<file path="src/logic/sopc_cfg.svh">
`ifndef SOPC_CFG_SVH
`define SOPC_CFG_SVH

// bus widths
`define SOPC_DW    32
`define SOPC_AW    32
`define SOPC_SELW  4

// on-chip ram depth in words
`define RAM_WORDS  256

// values of adr[15:12] per slave
`define REGION_RAM 4'd0
`define REGION_SEG 4'd1
`define REGION_TMR 4'd2

`endif
</file>
<file path="src/logic/sopc_pkg.sv">
package sopc_pkg;

	// decoded bus target
	typedef enum logic [1:0] {
		SLV_RAM  = 2'd0,
		SLV_SEG  = 2'd1,
		SLV_TMR  = 2'd2,
		SLV_NONE = 2'd3
	} slave_e;

	// timer register word offsets, adr[3:2]
	typedef enum logic [1:0] {
		TMR_CTRL = 2'd0,
		TMR_CMP  = 2'd1,
		TMR_CNT  = 2'd2,
		TMR_STAT = 2'd3
	} tmr_reg_e;

endpackage

</file>
<file path="src/logic/wb_if.sv">
`include "sopc_cfg.svh"

interface wb_if;

	logic                   cyc;
	logic                   stb;
	logic                   we;
	logic [`SOPC_SELW-1:0]  sel;
	logic [`SOPC_AW-1:0]    adr;
	logic [`SOPC_DW-1:0]    dat_w;
	logic [`SOPC_DW-1:0]    dat_r;
	logic                   ack;

	// decoder side
	modport mst (
		output cyc, stb, we, sel, adr, dat_w,
		input  dat_r, ack
	);

	// slave side
	modport slv (
		input  cyc, stb, we, sel, adr, dat_w,
		output dat_r, ack
	);

endinterface

</file>
<file path="src/logic/timer_slave.sv">
`include "sopc_cfg.svh"

module timer_slave (
	input  logic clk,
	input  logic arst_n_i,
	wb_if.slv    bus,
	output logic int_o
);

	sopc_pkg::tmr_reg_e  reg_sel;
	logic                acc;
	logic                wr;
	logic                ack_q;
	logic                en_q;
	logic                flag_q;
	logic                hit;
	logic [`SOPC_DW-1:0] cmp_q;
	logic [`SOPC_DW-1:0] cnt_q;
	logic [`SOPC_DW-1:0] rdata_q;

	assign reg_sel = sopc_pkg::tmr_reg_e'(bus.adr[3:2]);
	assign acc     = bus.cyc && bus.stb && !ack_q;
	assign wr      = acc && bus.we;
	assign hit     = en_q && (cnt_q == cmp_q);

	always_ff @(posedge clk or negedge arst_n_i) begin
		if (!arst_n_i) begin
			ack_q  <= 1'b0;
			en_q   <= 1'b0;
			cmp_q  <= '0;
			cnt_q  <= '0;
			flag_q <= 1'b0;
		end else begin
			ack_q <= acc;
			if (wr && reg_sel == sopc_pkg::TMR_CTRL) begin
				en_q <= bus.dat_w[0];
			end
			if (wr && reg_sel == sopc_pkg::TMR_CMP) begin
				cmp_q <= bus.dat_w;
			end
			// counter holds while disabled
			if (hit) begin
				cnt_q <= '0;
			end else if (en_q) begin
				cnt_q <= cnt_q + 1'b1;
			end
			// a new match wins over a clear in the same cycle
			if (hit) begin
				flag_q <= 1'b1;
			end else if (wr && reg_sel == sopc_pkg::TMR_STAT && bus.dat_w[0]) begin
				flag_q <= 1'b0;
			end
		end
	end

	always_ff @(posedge clk) begin
		if (acc) begin
			case (reg_sel)
				sopc_pkg::TMR_CTRL: rdata_q <= {{(`SOPC_DW-1){1'b0}}, en_q};
				sopc_pkg::TMR_CMP:  rdata_q <= cmp_q;
				sopc_pkg::TMR_CNT:  rdata_q <= cnt_q;
				default:            rdata_q <= {{(`SOPC_DW-1){1'b0}}, flag_q};
			endcase
		end
	end

	assign int_o     = flag_q;
	assign bus.ack   = ack_q;
	assign bus.dat_r = rdata_q;

	a_tmr_ack_single: assert property (
		@(posedge clk) disable iff (!arst_n_i)
		ack_q |=> !ack_q
	);

endmodule

</file>
<file path="src/flat_wrapper.sv">
// flat-port wrapper written by rule: the top's interface ports become plain ports
module timer_slave_flat 
  (clk, arst_n_i, int_o, bus_cyc, bus_stb, bus_we, bus_sel, bus_adr, bus_dat_w, bus_dat_r, bus_ack);
  wb_if bus_i ();
  input  logic clk;
  input  logic arst_n_i;
  output logic int_o;
  input wire logic [$bits(bus_i.cyc)-1:0] bus_cyc;
  input wire logic [$bits(bus_i.stb)-1:0] bus_stb;
  input wire logic [$bits(bus_i.we)-1:0] bus_we;
  input wire logic [$bits(bus_i.sel)-1:0] bus_sel;
  input wire logic [$bits(bus_i.adr)-1:0] bus_adr;
  input wire logic [$bits(bus_i.dat_w)-1:0] bus_dat_w;
  output wire logic [$bits(bus_i.dat_r)-1:0] bus_dat_r;
  output wire logic [$bits(bus_i.ack)-1:0] bus_ack;
  assign bus_i.cyc = bus_cyc;
  assign bus_i.stb = bus_stb;
  assign bus_i.we = bus_we;
  assign bus_i.sel = bus_sel;
  assign bus_i.adr = bus_adr;
  assign bus_i.dat_w = bus_dat_w;
  assign bus_dat_r = bus_i.dat_r;
  assign bus_ack = bus_i.ack;
  timer_slave u_core (.clk(clk), .arst_n_i(arst_n_i), .bus(bus_i), .int_o(int_o));
endmodule
</file>
<file path="config.mk">
export PLATFORM = sky130hd
export DESIGN_NAME = timer_slave_flat
export DESIGN_NICKNAME = d
export VERILOG_FILES = /design/src/logic/sopc_pkg.sv /design/src/logic/wb_if.sv /design/src/logic/timer_slave.sv /design/src/flat_wrapper.sv
export VERILOG_INCLUDE_DIRS = /design/src /design/src/logic
export SDC_FILE = /design/constraint.sdc
export NUM_CORES = 1
export LEC_CHECK = 0
export ABC_AREA = 1
export BUFFER_PORTS_ARGS = -buffer_cell sky130_fd_sc_hd__clkbuf_2
export CAP_MARGIN = 20
export CORE_ASPECT_RATIO = 2
export CORE_UTILIZATION = 41
export CTS_CLUSTER_DIAMETER = 100
export DETAILED_ROUTE_END_ITERATION = 8
export PLACE_DENSITY = 0.68
export SYNTH_ARGS = -nofsm -noshare
export SYNTH_HDL_FRONTEND = slang
export SYNTH_SLANG_ARGS = --single-unit
</file>
<file path="constraint.sdc">
create_clock -name clk -period 5.5 [get_ports clk]
set_input_delay 0 -clock clk [delete_from_list [all_inputs] [get_ports clk]]
set_output_delay 0 -clock clk [all_outputs]
set_load 0.02 [all_outputs]
</file>
Word level (Yosys, flattened, before mapping). Cells that the tools add are included. W data, S select, Z words.

Register bits: 99. Output and inout port bits: 34.

$add $sub $neg: 1. Eq/ne operators: 4. Multiplexer cells: 5. Reductions and logical operators: 12.

Operators with widths (number): $pmux W32 S3 (1); $mux W32 (2); $add A32 B1 Y32 const B (1); $eq A32 B32 Y1 (1); $logic_and A1 B1 Y1 (8); $eq A2 B2 Y1 const B (2); $reduce_bool A2 Y1 (2); $eq A2 B1 Y1 const B (1); $logic_not A2 Y1 (1); $mux W1 (2); $logic_not A1 Y1 (1).

Longest topological paths before layout. Gate-level depths: netlist (run 1).

Word-level depth: 7. Gate-level depth with buffers: 11. Gate-level depth less buffers: 11.

Worst setup path after synthesis (run 1). No wires, ideal clock.

Path kind: register -> register. Start: register u_core.ack_q (netlist: u_core.bus.ack). End: register u_core.cmp_q[10]. Library setup time: 0.077 ns. Arrival time: 2.916 ns. Data required time: 5.423 ns. Slack: 2.506 ns. Stages on the path, launching flop included: 6. Path buffers: 2. Clock period less this slack: 2.994 ns. Cells stage by stage: dfrtp_1 > nor2_1 > nand3_2 > clkbuf_1 > buf_2 > a21oi_1.

Word-level cells in the longest chain between the ends: 4.

Ends and longest elaborated chain: start: declaration (line timer_slave.sv:13) `logic ack_q;`; start signal: assignment (line timer_slave.sv:28) `ack_q <= 1'b0;`; start signal: assignment (line timer_slave.sv:34) `ack_q <= acc;`; $logic_not A1 Y1 (line timer_slave.sv:22) `assign acc = bus.cyc && bus.stb && !ack_q;`; $logic_and A1 B1 Y1 (line timer_slave.sv:22); via u_core.acc (line timer_slave.sv:11) `logic acc;`; $logic_and A1 B1 Y1 (line timer_slave.sv:23) `assign wr = acc && bus.we;`; $logic_and A1 B1 Y1 (line timer_slave.sv:38) `if (wr && reg_sel == sopc_pkg::TMR_CMP) begin`; end signal: assignment (line timer_slave.sv:39) `cmp_q <= bus.dat_w;`; end: declaration (line timer_slave.sv:17) `` logic [`SOPC_DW-1:0] cmp_q; ``.

The timed path passes the listed nets, and every way through them passes these cells. A chain may end at the register's enable or synchronous reset.

Worst setup path in the final report (run 1).
Start: register u_core.ack_q (netlist: u_core.bus.ack). End: register u_core.cmp_q[4].

The elaborated chain is that of the path after synthesis.

==> impl_summary.txt, run 1 <==
----------------------------------------------------
[Critical path]
  Largest fanout on the critical path ... 40
  Top delay family on crit path ... buffers and inverters
  Critical Path RT ... 5720 ps
  Reg2reg path depth ... 6
  Startpoint of the worst register-to-register path ... u_core.bus.ack
  Crit Path Category ... register to register
  Most prevalent standard cell on the critical path ... buf_4
  CP endpoint kind ... register
  Reg2reg setup slack ... 3230 ps
  Reg2reg end ... u_core.cmp_q[4]
  Arrival time of data at the critical path endpoint ... 2490 ps
  Count of buffering cells on the critical path with inverters included ... 2
  Standard cell with the maximum stage delay on the critical path ... nand3_2
  Launching element type of the critical path ... register
  CP cell instances ... nor2_4 -> buf_4 -> nand3_2 -> buf_4 -> nor2_1 -> a21oi_1
  Delay contributed by the slowest stage of the critical path ... 490 ps

[Yosys]
  Number of enable-type register cells in the synthesized netlist ... 32
  Unique masters post-synth ... 35
  #FFs+latches synth ... 99
  Synth Cell Area ... 0.00563 mm²
  Yosys synthesis warning count ... 0
  Synth Instances ... 750
  Post-synthesis net count ... 824
  Primary flip-flop cell chosen by synthesis mapping ... dfrtp_1
  Proportion of synthesized chip area in sequential cells ... 46.8%
  Post-Synthesis Mean Instance Area ... 7.51 µm²
  Fraction of registers with async set or reset after synthesis ... 67.7%

[CTS]
  Cts bufs inserted ... 9
  CTS HTree Levels ... 3
  Latest clock arrival within the worst-skew pair ... 350 ps
  Cell chosen for the clock root ... clkbuf_16
  Bufs on Longest Clock Path ... 2
  Worst-path clk slew ... 70 ps
  CTS tree ... built
  TritonCTS Sinks ... 99

[Detailed routing]
  Vias post-DR ... 5227
  Final routed wirelength across all metal layers ... 17200 µm
  Initial detailed-routing violation count ... 272
  Average wire length per cell after detail routing ... 17.0 µm
  Final routed DRC violation total ... 5
  Avg Vias per Cell ... 5.17
  Length of the first detailed-routing pass in iterations ... 9
  Antenna Violating Nets Remaining ... 0

[Die]
  Floorplan Core Area ... 0.0134 mm²
  Number of I/O pins ... 107
  Die boundary height ... 168 µm
  Die area ... 0.0142 mm²
  Initial Utilization ... 41.9%
  Die outline width ... 84.9 µm
  Number of cell rows ... 60

[STA]
  Layout Skew ... 7.09 ps
  Fmax achieved ... 441 MHz
  Post-Route Setup TNS ... 0 ps
  Portion of the clock cycle consumed by the worst path in the final layout ... 41.2%
  RSZ-0062 raised after global routing ... no
  Actual transition at the worst max-transition pin ... 942 ps
  Worst rel slew slack ... 37.2%
  Post-layout minimum cycle time ... 2270 ps
  Number of hold-slack violations in the final timing report ... 0
  Number of setup violations in the final report ... 0
  Max-slew violation count ... 0

[Min path]
  Hold Path Depth ... 4
  End of the worst hold path ... u_core.int_o
  Min-Delay Startpoint ... bus_we
  Class of the tightest hold or removal check ... primary input to register

[Global route]
  Pin count of the biggest net entering global routing ... 68
  Number of global-route vias before repair ... 5147
  Total overflow reported by the global router ... 0
  Antenna violations before repair ... 0
  Overall global routing resource usage ... 25.2%
  Global-route wire length before repair ... 26600 µm

[Power and ir drop]
  Total power consumption of the routed design ... 0.00205 W
  Combinational share of power ... 22.4%
  Leakage Power ... 3.15 nW
  Switching fraction of total power ... 32.9%
  Clock network fraction of design power ... 32.1%
  Total internal power ... 0.00137 W
  Net switching power of the design ... 0.000674 W
  Power per standard cell area ... 301 mW/mm²
  Peak VDD IR ... 0.000168 V
  Relative contribution of sequential cells to total power ... 45.5%

[Cells and area]
  Seq. cell area ... 0.00264 mm²
  # fillers ... 1342
  Most frequent standard cell in the layout excluding fill and tap cells ... nand2_1
  Number of diodes ... 0
  Total area of multi-input combinational cells ... 0.00256 mm²
  Commonest non-fill, non-tap cells in the layout ... nand2_1 (213), nor2_1 (133), inv_1 (78), clkbuf_2 (71), dfrtp_1 (67)
  Share of cells above drive strength 1 ... 14.7%
  Filler-free cell count of the finished design ... 1011
  Net count of the finished layout ... 925
  Layout overhead on the synthesized area ... 20.9%

[Outcome]
  Run status ... finished, violations left
  Violated checks ... DRC

[Run]
  Max capacitance violation total ... 0

[Place]
  Post-Place Cells ... 959
  Final weighted congestion of routability-driven global placement ... 0.935
  DP HPWL ... 12900 µm
  Number of buffers inserted by port buffering ... 72

----------------------------------------------------
## power by group through the flow
stage | Clock, W | Combinational, W | Sequential, W
2_1_floorplan | 0 | 0.000291 | 0.000935
3_3_place_gp | 0 | 0.000425 | 0.000943
3_5_place_dp | 0 | 0.000431 | 0.000944
4_1_cts | 0.000667 | 0.000453 | 0.000931
5_1_grt | 0.000704 | 0.000511 | 0.000943
6_report | 0.000658 | 0.000458 | 0.000931
## Yosys cell counts, drive strengths merged, types with 9 or more instances
cell	number	area share, %
o21ai	21	1.9
xor2	21	3.3
buf	9	1.2
xnor2	13	2.0
nand2	215	14
a21oi	29	2.6
clkbuf	13	0.91
dfrtp	67	30
inv	87	5.8
nand4	9	1.0
nand3	40	3.7
nor2	146	11
o22ai	28	3.1
edfxtp	32	17
## how the worst max path moves through the flow
stage	startpoint	to	slack [ps]	cells past startpoint
2_1_floorplan	u_core.bus.ack	u_core.cmp_q[10]	2510	5
3_3_place_gp	u_core.bus.ack	u_core.cmp_q[4]	3220	6
3_5_place_dp	u_core.bus.ack	u_core.cmp_q[4]	3200	6
4_1_cts	u_core.bus.ack	u_core.cmp_q[4]	3180	6
5_1_grt	u_core.bus.ack	u_core.cmp_q[4]	3050	6
6_report	u_core.bus.ack	u_core.cmp_q[4]	3230	6
## metal layers
metal  up-vias  track usage (%)  wire [µm]
met4         0             20.5       1390
li1       2582                -          -
met1      2420             24.9       6150
met3        68             2.96        447
met2       157             46.2       9170
met5         -                0          0
## cells by family after synthesis
group	synth area share, %
adders and majority gates	0.222
DFF	46.8
and+or+nand+nor	31.3
muxes	0.600
buffers and inverters	7.89
xor gates and xnor gates	5.29
AOI/OAI and AO/OA	7.91
## layout make-up
| cell class | count | area share (%) |
|---|---|---|
| clock buffer | 9 | 3.31 |
| sequential | 99 | 38.7 |
| clock inverter | 7 | 1.21 |
| multi-input combinational | 542 | 37.6 |
| inverter | 87 | 4.80 |
| timing repair buffer | 112 | 11.5 |
| tap | 155 | 2.85 |
## per-stage QoR
stage               hold slack (ps)  utilization [%]  area [µm²]  worst slack, ps
finish                         24.6             50.7        6810             3230
global route                   55.6             50.7        6810             3050
CTS                            19.6             50.3        6750             3180
detailed placement              244             45.4        6110             3200
global placement                237             45.4        6110             3220
floorplan                      -296                -        5630             2510
## state kept, by name, indices dropped and copies added, names as in the netlist
signal            cells
u_core.bus.ack        1
u_core.bus.dat_r     32
u_core.cmp_q         32
u_core.cnt_q         32
u_core.en_q           1
u_core.int_o          1
## worst min-delay path, delay by kind of cell
family	cells	cell delay, ps
and+or+nand+nor	2	150
buffers and inverters	1	110
AOI/OAI and AO/OA	1	90
## what timing repair did
action | 4_1_cts | 5_1_grt
resized for setup | 0 | 0
buffers inserted | 0 | 0
hold buffers | 34 | 0
setup endpoints to repair | 0 | 0
endpoints found under the hold margin | 100 | 0
No activity file was read; power rests on OpenSTA's default activity.
==> run 2: changes to the inputs <==
==> constraint.sdc (replaced) <==
create_clock -name clk -period 2.11 [get_ports clk]
set_input_delay 0 -clock clk [delete_from_list [all_inputs] [get_ports clk]]
set_output_delay 0 -clock clk [all_outputs]
set_load 0.02 [all_outputs]
==> run 2 against run 1 <==
Against the previous run:
- the flow still finishes with violations (DRC)
- core utilization hardly changed
- final cell count is 0.79% higher
- sequential share of layout area hardly changed
- critical path depth is 2 higher
- non-clock buffer count is 8 higher
- sequential power grew to 2.6 times the previous value
- final area hardly changed
- worst setup slack worse by 3100 ps
- largest power group unchanged
==> impl_summary.txt, run 2 (synthesis results as in run 1) <==
----------------------------------------------------
[Outcome]
  Run status ... finished, violations left
  Violated checks ... DRC

[Cells and area]
  Most frequent standard cell in the layout excluding fill and tap cells ... nand2_1
  Commonest non-fill, non-tap cells in the layout ... nand2_1 (213), nor2_1 (133), inv_1 (78), clkbuf_2 (71), dfrtp_1 (67)
  # fillers ... 1329 (-0.97%)
  Total area of multi-input combinational cells ... 0.00256 mm² (unchanged)
  Number of diodes ... 0 (unchanged)
  Layout overhead on the synthesized area ... 21.0% (about the same)
  Seq. cell area ... 0.00264 mm² (unchanged)
  Share of cells above drive strength 1 ... 15.3% (+0.56 points)
  Net count of the finished layout ... 933 (+0.86%)

[Power and ir drop]
  Switching fraction of total power ... 33.7% (+0.78 points)
  Clock network fraction of design power ... 30.2% (-1.9 points)
  Peak VDD IR ... 0.000382 V (+130%)
  Total internal power ... 0.00345 W (+150%)
  Leakage Power ... 3.17 nW (+0.42%)
  Net switching power of the design ... 0.00175 W (+160%)
  Combinational share of power ... 22.9% (+0.5 points)
  Power per standard cell area ... 764 mW/mm² (+150%)
  Relative contribution of sequential cells to total power ... 46.9% (+1.4 points)

[CTS]
  Cell chosen for the clock root ... clkbuf_16
  TritonCTS Sinks ... 99 (unchanged)
  CTS tree ... built
  Latest clock arrival within the worst-skew pair ... 360 ps (about the same)
  Cts bufs inserted ... 9 (unchanged)
  Post-CTS sizing ... 0 (unchanged)
  CTS HTree Levels ... 3 (unchanged)
  Bufs on Longest Clock Path ... 2 (unchanged)
  Worst-path clk slew ... 70 ps (about the same)

[Global route]
  Busiest grt layer ... met2
  Pin count of the biggest net entering global routing ... 39 (-43%)
  Number of global-route vias before repair ... 5202 (+1.1%)
  Met1 routing resource usage after global routing ... 25.0% (+0.13 points)
  Met3 usage in global routing ... 3.15% (+0.20 points)
  Overall global routing resource usage ... 25.9% (+0.74 points)
  Antenna violations before repair ... 0 (unchanged)
  Total overflow reported by the global router ... 0 (unchanged)
  Global-route wire length before repair ... 27400 µm (+3.3%)
  Met2 track demand over resource in global routing ... 48.6% (+2.5 points)

[Detailed routing]
  Vias post-DR ... 5272 (+0.86%)
  Length of the first detailed-routing pass in iterations ... 7 (-2)
  Initial detailed-routing violation count ... 289 (+6.3%)
  Antenna Violating Nets Remaining ... 0 (unchanged)
  Final routed DRC violation total ... 5 (unchanged)
  Final routed wirelength across all metal layers ... 17600 µm (+2.8%)
  Avg Vias per Cell ... 5.17 (about the same)
  Average wire length per cell after detail routing ... 17.3 µm (+2.0%)

[STA]
  Number of setup violations in the final report ... 0 (unchanged)
  RSZ-0062 raised after global routing ... no
  Worst-case hold slack ... 21.4 ps (-3.15 ps)
  Fmax achieved ... 515 MHz (+17%)
  Number of hold-slack violations in the final timing report ... 0 (unchanged)
  Actual transition at the worst max-transition pin ... 582 ps (-360 ps)
  Portion of the clock cycle consumed by the worst path in the final layout ... 92.0% (+51 points)
  Post-layout minimum cycle time ... 1940 ps (-324 ps)
  Post-Route Setup TNS ... 0 ps (unchanged)
  Worst rel slew slack ... 61.2% (+24 points)
  Layout Skew ... 9.96 ps (+2.87 ps)
  Max-slew violation count ... 0 (unchanged)

[Critical path]
  Standard cell with the maximum stage delay on the critical path ... dfrtp_1
  Top delay family on crit path ... simple AND/OR/NAND/NOR gates
  Launching element type of the critical path ... register
  Reg2reg path depth ... 8 (+2)
  CP endpoint kind ... register
  Arrival time of data at the critical path endpoint ... 2240 ps (-250 ps)
  Critical path depth in cells ... 8 (+2)
  Count of buffering cells on the critical path with inverters included ... 2 (unchanged)
  CP cell instances ... xnor2_1 -> inv_1 -> nor2_1 -> nand2_1 -> nor2_1 -> nand3_1 -> buf_4 -> nand2_1
  Crit Path Category ... register to register
  Critical Path RT ... 2410 ps (-3310 ps)
  Reg2reg setup slack ... 170 ps (-3070 ps)
  Largest fanout on the critical path ... 5 (-88%)
  Delay contributed by the slowest stage of the critical path ... 440 ps (-50 ps)

[Min path]
  Hold Path Depth ... 4 (unchanged)
  Class of the tightest hold or removal check ... primary input to register

[Die]
  Floorplan Core Area ... 0.0134 mm² (unchanged)
  Die outline width ... 84.9 µm (unchanged)
  Die area ... 0.0142 mm² (unchanged)
  Initial Utilization ... 41.9% (unchanged)
  Number of cell rows ... 60 (unchanged)
  Number of I/O pins ... 107 (unchanged)
  Die boundary height ... 168 µm (unchanged)

[Run]
  Max capacitance violation total ... 0 (unchanged)

[Place]
  DP HPWL ... 13800 µm (+6.3%)
  Number of buffers inserted by port buffering ... 72 (unchanged)
  Final weighted congestion of routability-driven global placement ... 0.987 (+5.5%)

----------------------------------------------------
[run 2: changes by cell type in the layout (fill, tap and decap cells not counted)]
cell	before	now
bufinv_16	1	0
clkinv_1	0	2
buf_16	2	0
inv_6	2	1
clkinv_4	1	2
clkinvlp_4	2	1
buf_12	0	1
buf_4	4	13
[run 2: timing repair]
item | in CTS | in global routing
setup buffers | 0 | 0
hold endpoints to repair | 54 | 0
hold buffers | 34 | 0
[run 2: final timing paths]
| kind | start | to |
|---|---|---|
| setup / recovery | u_core.cnt_q[28] | u_core.int_o |
| hold / removal | bus_adr[3] | u_core.en_q |
| setup reg to reg | u_core.cnt_q[28] | u_core.int_o |
| hold reg to reg | u_core.cnt_q[31] | u_core.cnt_q[31] |
| max in group asynchronous | arst_n_i | u_core.cmp_q[20] |
| min in group asynchronous | arst_n_i | u_core.cnt_q[25] |
[run 2: final cells by class]
class                   count  area share (%)
clock inverters             7           0.771
multi-input cells         542            37.5
flip-flops and latches     99            38.7
clock buffers               9            3.31
well taps                 155            2.85
inverters                  87            4.79
repair buffers            120            12.0
[run 2: per-layer routing]
metal	wire, µm	share of wire, %
met1	5990	34
met2	9650	55
met3	581	3.3
met4	1410	8.0
met5	0	0
[run 2: power groups by stage]
stage	combinational [W]	sequential, W	clock [W]
final	0.00119	0.00244	0.00157
after global routing	0.00132	0.00246	0.00167
after CTS	0.00119	0.00244	0.00158
after detailed placement	0.00113	0.00247	0
after global placement	0.00111	0.00247	0
after floorplan	0.000760	0.00244	0
[run 2: worst register-to-register path, delay by kind of cell (launching register included)]
kind                      cells  cell delay (ps)
DFF                           1              440
and+or+nand+nor               5              750
buffers and inverters         2              360
xor gates and xnor gates      1              340
[run 2: metrics by stage]
step                      utilization, %  worst slack, ps  instance area (µm²)  std cells  total power [W]
after floorplan                        -              164                 5640        750          0.00320
after global placement              46.1              180                 6190        969          0.00358
after detailed placement            46.1              204                 6190        969          0.00360
after CTS                           50.7              185                 6810       1019          0.00521
after global routing                50.7             61.5                 6810       1019          0.00545
final                               50.7              168                 6810       1019          0.00520
==> run 3: changes to the inputs <==
--- a/config.mk
+++ b/config.mk
@@ -13,6 +13,7 @@
 export CORE_UTILIZATION = 41
 export CTS_CLUSTER_DIAMETER = 100
 export DETAILED_ROUTE_END_ITERATION = 8
+export MAX_ROUTING_LAYER = met4
 export PLACE_DENSITY = 0.68
 export SYNTH_ARGS = -nofsm -noshare
 export SYNTH_HDL_FRONTEND = slang
==> constraint.sdc (replaced) <==
create_clock -name clk -period 1.8 [get_ports clk]
set_input_delay 0 -clock clk [delete_from_list [all_inputs] [get_ports clk]]
set_output_delay 0 -clock clk [all_outputs]
set_load 0.02 [all_outputs]
==> run 3 against run 2 <==
Against the previous run:
- the flow still finishes with violations (DRC)
- clock power up 20%
- flip-flop and latch count unchanged
- non-clock buffer count increased by 51
- critical path depth unchanged
- clock skew decreased by 1.3 ps
- register-to-register slack lost 70 ps
- wire length is 1.3% higher
- final area is 7.3% higher
- core utilization rose by 3.7 points
- largest cell class unchanged
- largest power group unchanged
==> impl_summary.txt, run 3 (synthesis results as in run 1) <==
----------------------------------------------------
[Outcome]
  Run status ... finished, violations left
  Violated checks ... DRC

[CTS]
  Post-CTS Repair Setup Buffers ... 0 (unchanged)
  Worst-path clk slew ... 70 ps (about the same)
  Bufs on Longest Clock Path ... 2 (unchanged)
  Latest clock arrival within the worst-skew pair ... 350 ps (about the same)
  Cell chosen for the clock root ... clkbuf_16
  Cts bufs inserted ... 9 (unchanged)
  TritonCTS Sinks ... 99 (unchanged)
  CTS tree ... built
  CTS HTree Levels ... 3 (unchanged)

[Critical path]
  CP cell instances ... ha_1 -> nand3_1 -> inv_1 -> nand3_1 -> nor2_2 -> nand2_1 -> xor2_1 -> nor2b_1
  Crit Path Category ... register to register
  CP endpoint kind ... register
  Delay contributed by the slowest stage of the critical path ... 430 ps (about the same)
  Critical Path RT ... 2040 ps (-370 ps)
  Standard cell with the maximum stage delay on the critical path ... dfrtp_2
  Count of buffering cells on the critical path with inverters included ... 1 (-1)
  Launching element type of the critical path ... register
  Critical path depth in cells ... 8 (unchanged)
  Largest fanout on the critical path ... 7 (+2)
  Arrival time of data at the critical path endpoint ... 1940 ps (-300 ps)
  Most prevalent standard cell on the critical path ... nand3_1
  Reg2reg path depth ... 8 (unchanged)
  Top delay family on crit path ... simple AND/OR/NAND/NOR gates

[STA]
  Number of hold-slack violations in the final timing report ... 0 (unchanged)
  Max-slew violation count ... 0 (unchanged)
  Layout Skew ... 8.69 ps (-1.27 ps)
  Portion of the clock cycle consumed by the worst path in the final layout ... 94.4% (+2.4 points)
  Post-layout minimum cycle time ... 1700 ps (-242 ps)
  Number of setup violations in the final report ... 0 (unchanged)
  Actual transition at the worst max-transition pin ... 532 ps (-49.8 ps)
  Worst rel slew slack ... 64.5% (+3.3 points)
  RSZ-0062 raised after global routing ... no
  Fmax achieved ... 588 MHz (+14%)

[Die]
  Initial Utilization ... 41.9% (unchanged)
  Number of I/O pins ... 107 (unchanged)
  Floorplan Core Area ... 0.0134 mm² (unchanged)
  Die area ... 0.0142 mm² (unchanged)
  Die outline width ... 84.9 µm (unchanged)
  Number of cell rows ... 60 (unchanged)
  Die boundary height ... 168 µm (unchanged)

[Run]
  Max capacitance violation total ... 0 (unchanged)

[Detailed routing]
  Initial detailed-routing violation count ... 270 (-6.6%)
  Length of the first detailed-routing pass in iterations ... 9 (+2)
  Antenna Violating Nets Remaining ... 0 (unchanged)
  Avg Vias per Cell ... 5.07 (-1.9%)
  Average wire length per cell after detail routing ... 16.7 µm (-3.6%)
  Final routed wirelength across all metal layers ... 17900 µm (+1.3%)
  Vias post-DR ... 5429 (+3.0%)
  Final routed DRC violation total ... 3 (-2)

[Place]
  Number of buffers inserted by port buffering ... 72 (unchanged)
  DP HPWL ... 14200 µm (+3.0%)
  Final weighted congestion of routability-driven global placement ... 0.986 (-0.10%)
  Placement Cell Area ... 0.00664 mm² (+7.3%)
  Post-Place Cells ... 1021 (+5.4%)

[Power and ir drop]
  Leakage Power ... 3.43 nW (+8.2%)
  Total power consumption of the routed design ... 0.00625 W (+20%)
  Net switching power of the design ... 0.00205 W (+17%)
  Combinational share of power ... 24.2% (+1.3 points)
  Switching fraction of total power ... 32.8% (-0.85 points)
  Total internal power ... 0.00420 W (+22%)
  Peak VDD IR ... 0.000472 V (+24%)
  Clock network fraction of design power ... 30.1% (about the same)
  Power per standard cell area ... 855 mW/mm² (+12%)
  Relative contribution of sequential cells to total power ... 45.7% (-1.2 points)

[Global route]
  Pin count of the biggest net entering global routing ... 41 (+5.1%)
  Number of global-route vias before repair ... 5204 (+0.038%)
  Total overflow reported by the global router ... 0 (unchanged)
  Overall global routing resource usage ... 26.9% (+1.0 points)
  Antenna violations before repair ... 0 (unchanged)
  Global-route wire length before repair ... 27600 µm (+0.43%)

[Min path]
  Hold Path Depth ... 3 (-1)
  Class of the tightest hold or removal check ... primary input to register

[Cells and area]
  Filler-free cell count of the finished design ... 1070 (+5.0%)
  Final Core Density ... 54.4% (+3.7 points)
  Most frequent standard cell in the layout excluding fill and tap cells ... nand2_1
  Post-route standard cell area excluding fillers ... 0.00731 mm² (+7.3%)
  Number of diodes ... 0 (unchanged)
  Commonest non-fill, non-tap cells in the layout ... nand2_1 (211), nor2_1 (130), inv_1 (76), clkbuf_2 (71), buf_4 (61)
  Share of cells above drive strength 1 ... 22.7% (+7.5 points)
  Net count of the finished layout ... 984 (+5.5%)
  Layout overhead on the synthesized area ... 29.8%

----------------------------------------------------
run 3: changes by cell type in the layout (fill, tap and decap cells not counted), sizes merged:
cell	change
clkinvlp	-1
buf	+52
clkbuf	+2
clkinv	-2
dlygate4sd3	-1
inv	+1
run 3: power groups by stage:
stage / Combinational, W / Sequential, W / Clock [W]
3_3_place_gp: 0.00142 / 0.00288 / 0
2_1_floorplan: 0.000893 / 0.00286 / 0
5_1_grt: 0.00168 / 0.00289 / 0.00198
3_5_place_dp: 0.00144 / 0.00288 / 0
6_report: 0.00151 / 0.00286 / 0.00188
4_1_cts: 0.00150 / 0.00284 / 0.00191
run 3: tightest hold or removal path, delay by kind of cell:
kind,cells,cell delay (ps)
buffers and inverters,1,120
and+or+nand+nor,1,110
AOI/OAI and AO/OA,1,100
run 3: final cells by class:
class                      instances  area (µm²)
clock buffer                      11         243
clock inverter                     5        43.8
fill                            1327        6130
inverter                          87         329
multi-input combinational        542        2590
sequential                        99        2660
tap                              155         194
timing repair buffer             171        1250
run 3: routing by layer:
| layer | track usage, % | part of all wire (%) |
|---|---|---|
| met1 | 26.8 | 36 |
| met5 | - | 0 |
| met3 | 2.71 | 2.5 |
| met2 | 49.7 | 55 |
| met4 | 16.1 | 6.1 |
run 3: stage by stage:
| stage | hold slack [ps] | setup TNS [ps] | setup WS [ps] |
|---|---|---|---|
| final | 29.1 | 0 | 101 |
| after global routing | 36.5 | 0 | 8.49 |
| after detailed placement | -74.0 | -180 | -50.7 |
| after floorplan | -296 | 0 | 0.102 |
| after CTS | 18.9 | 0 | 38.7 |
| after global placement | -81.9 | -303 | -83.5 |
run 3: timing repair:
action / CTS / global route
endpoints found under the hold margin: 101 / 0
endpoints found under the setup margin: 5 / 33
resized for setup: 2 / 22
pin swaps: 0 / 1
hold buffers: 33 / 0
run 3: path summary, 6_finish.rpt:
| check | startpoint | endpoint | slack (ps) |
|---|---|---|---|
| worst max-delay path | u_core.cnt_q[1] | u_core.cnt_q[22] | 100 |
| worst min-delay path | bus_we | u_core.en_q | 30 |
| worst max register to register | u_core.cnt_q[1] | u_core.cnt_q[22] | 100 |
| worst min register to register | u_core.cmp_q[23] | u_core.cmp_q[23] | 560 |
| max in group asynchronous | arst_n_i | u_core.cnt_q[31] | 1170 |
| min in group asynchronous | arst_n_i | u_core.cnt_q[25] | 90 |
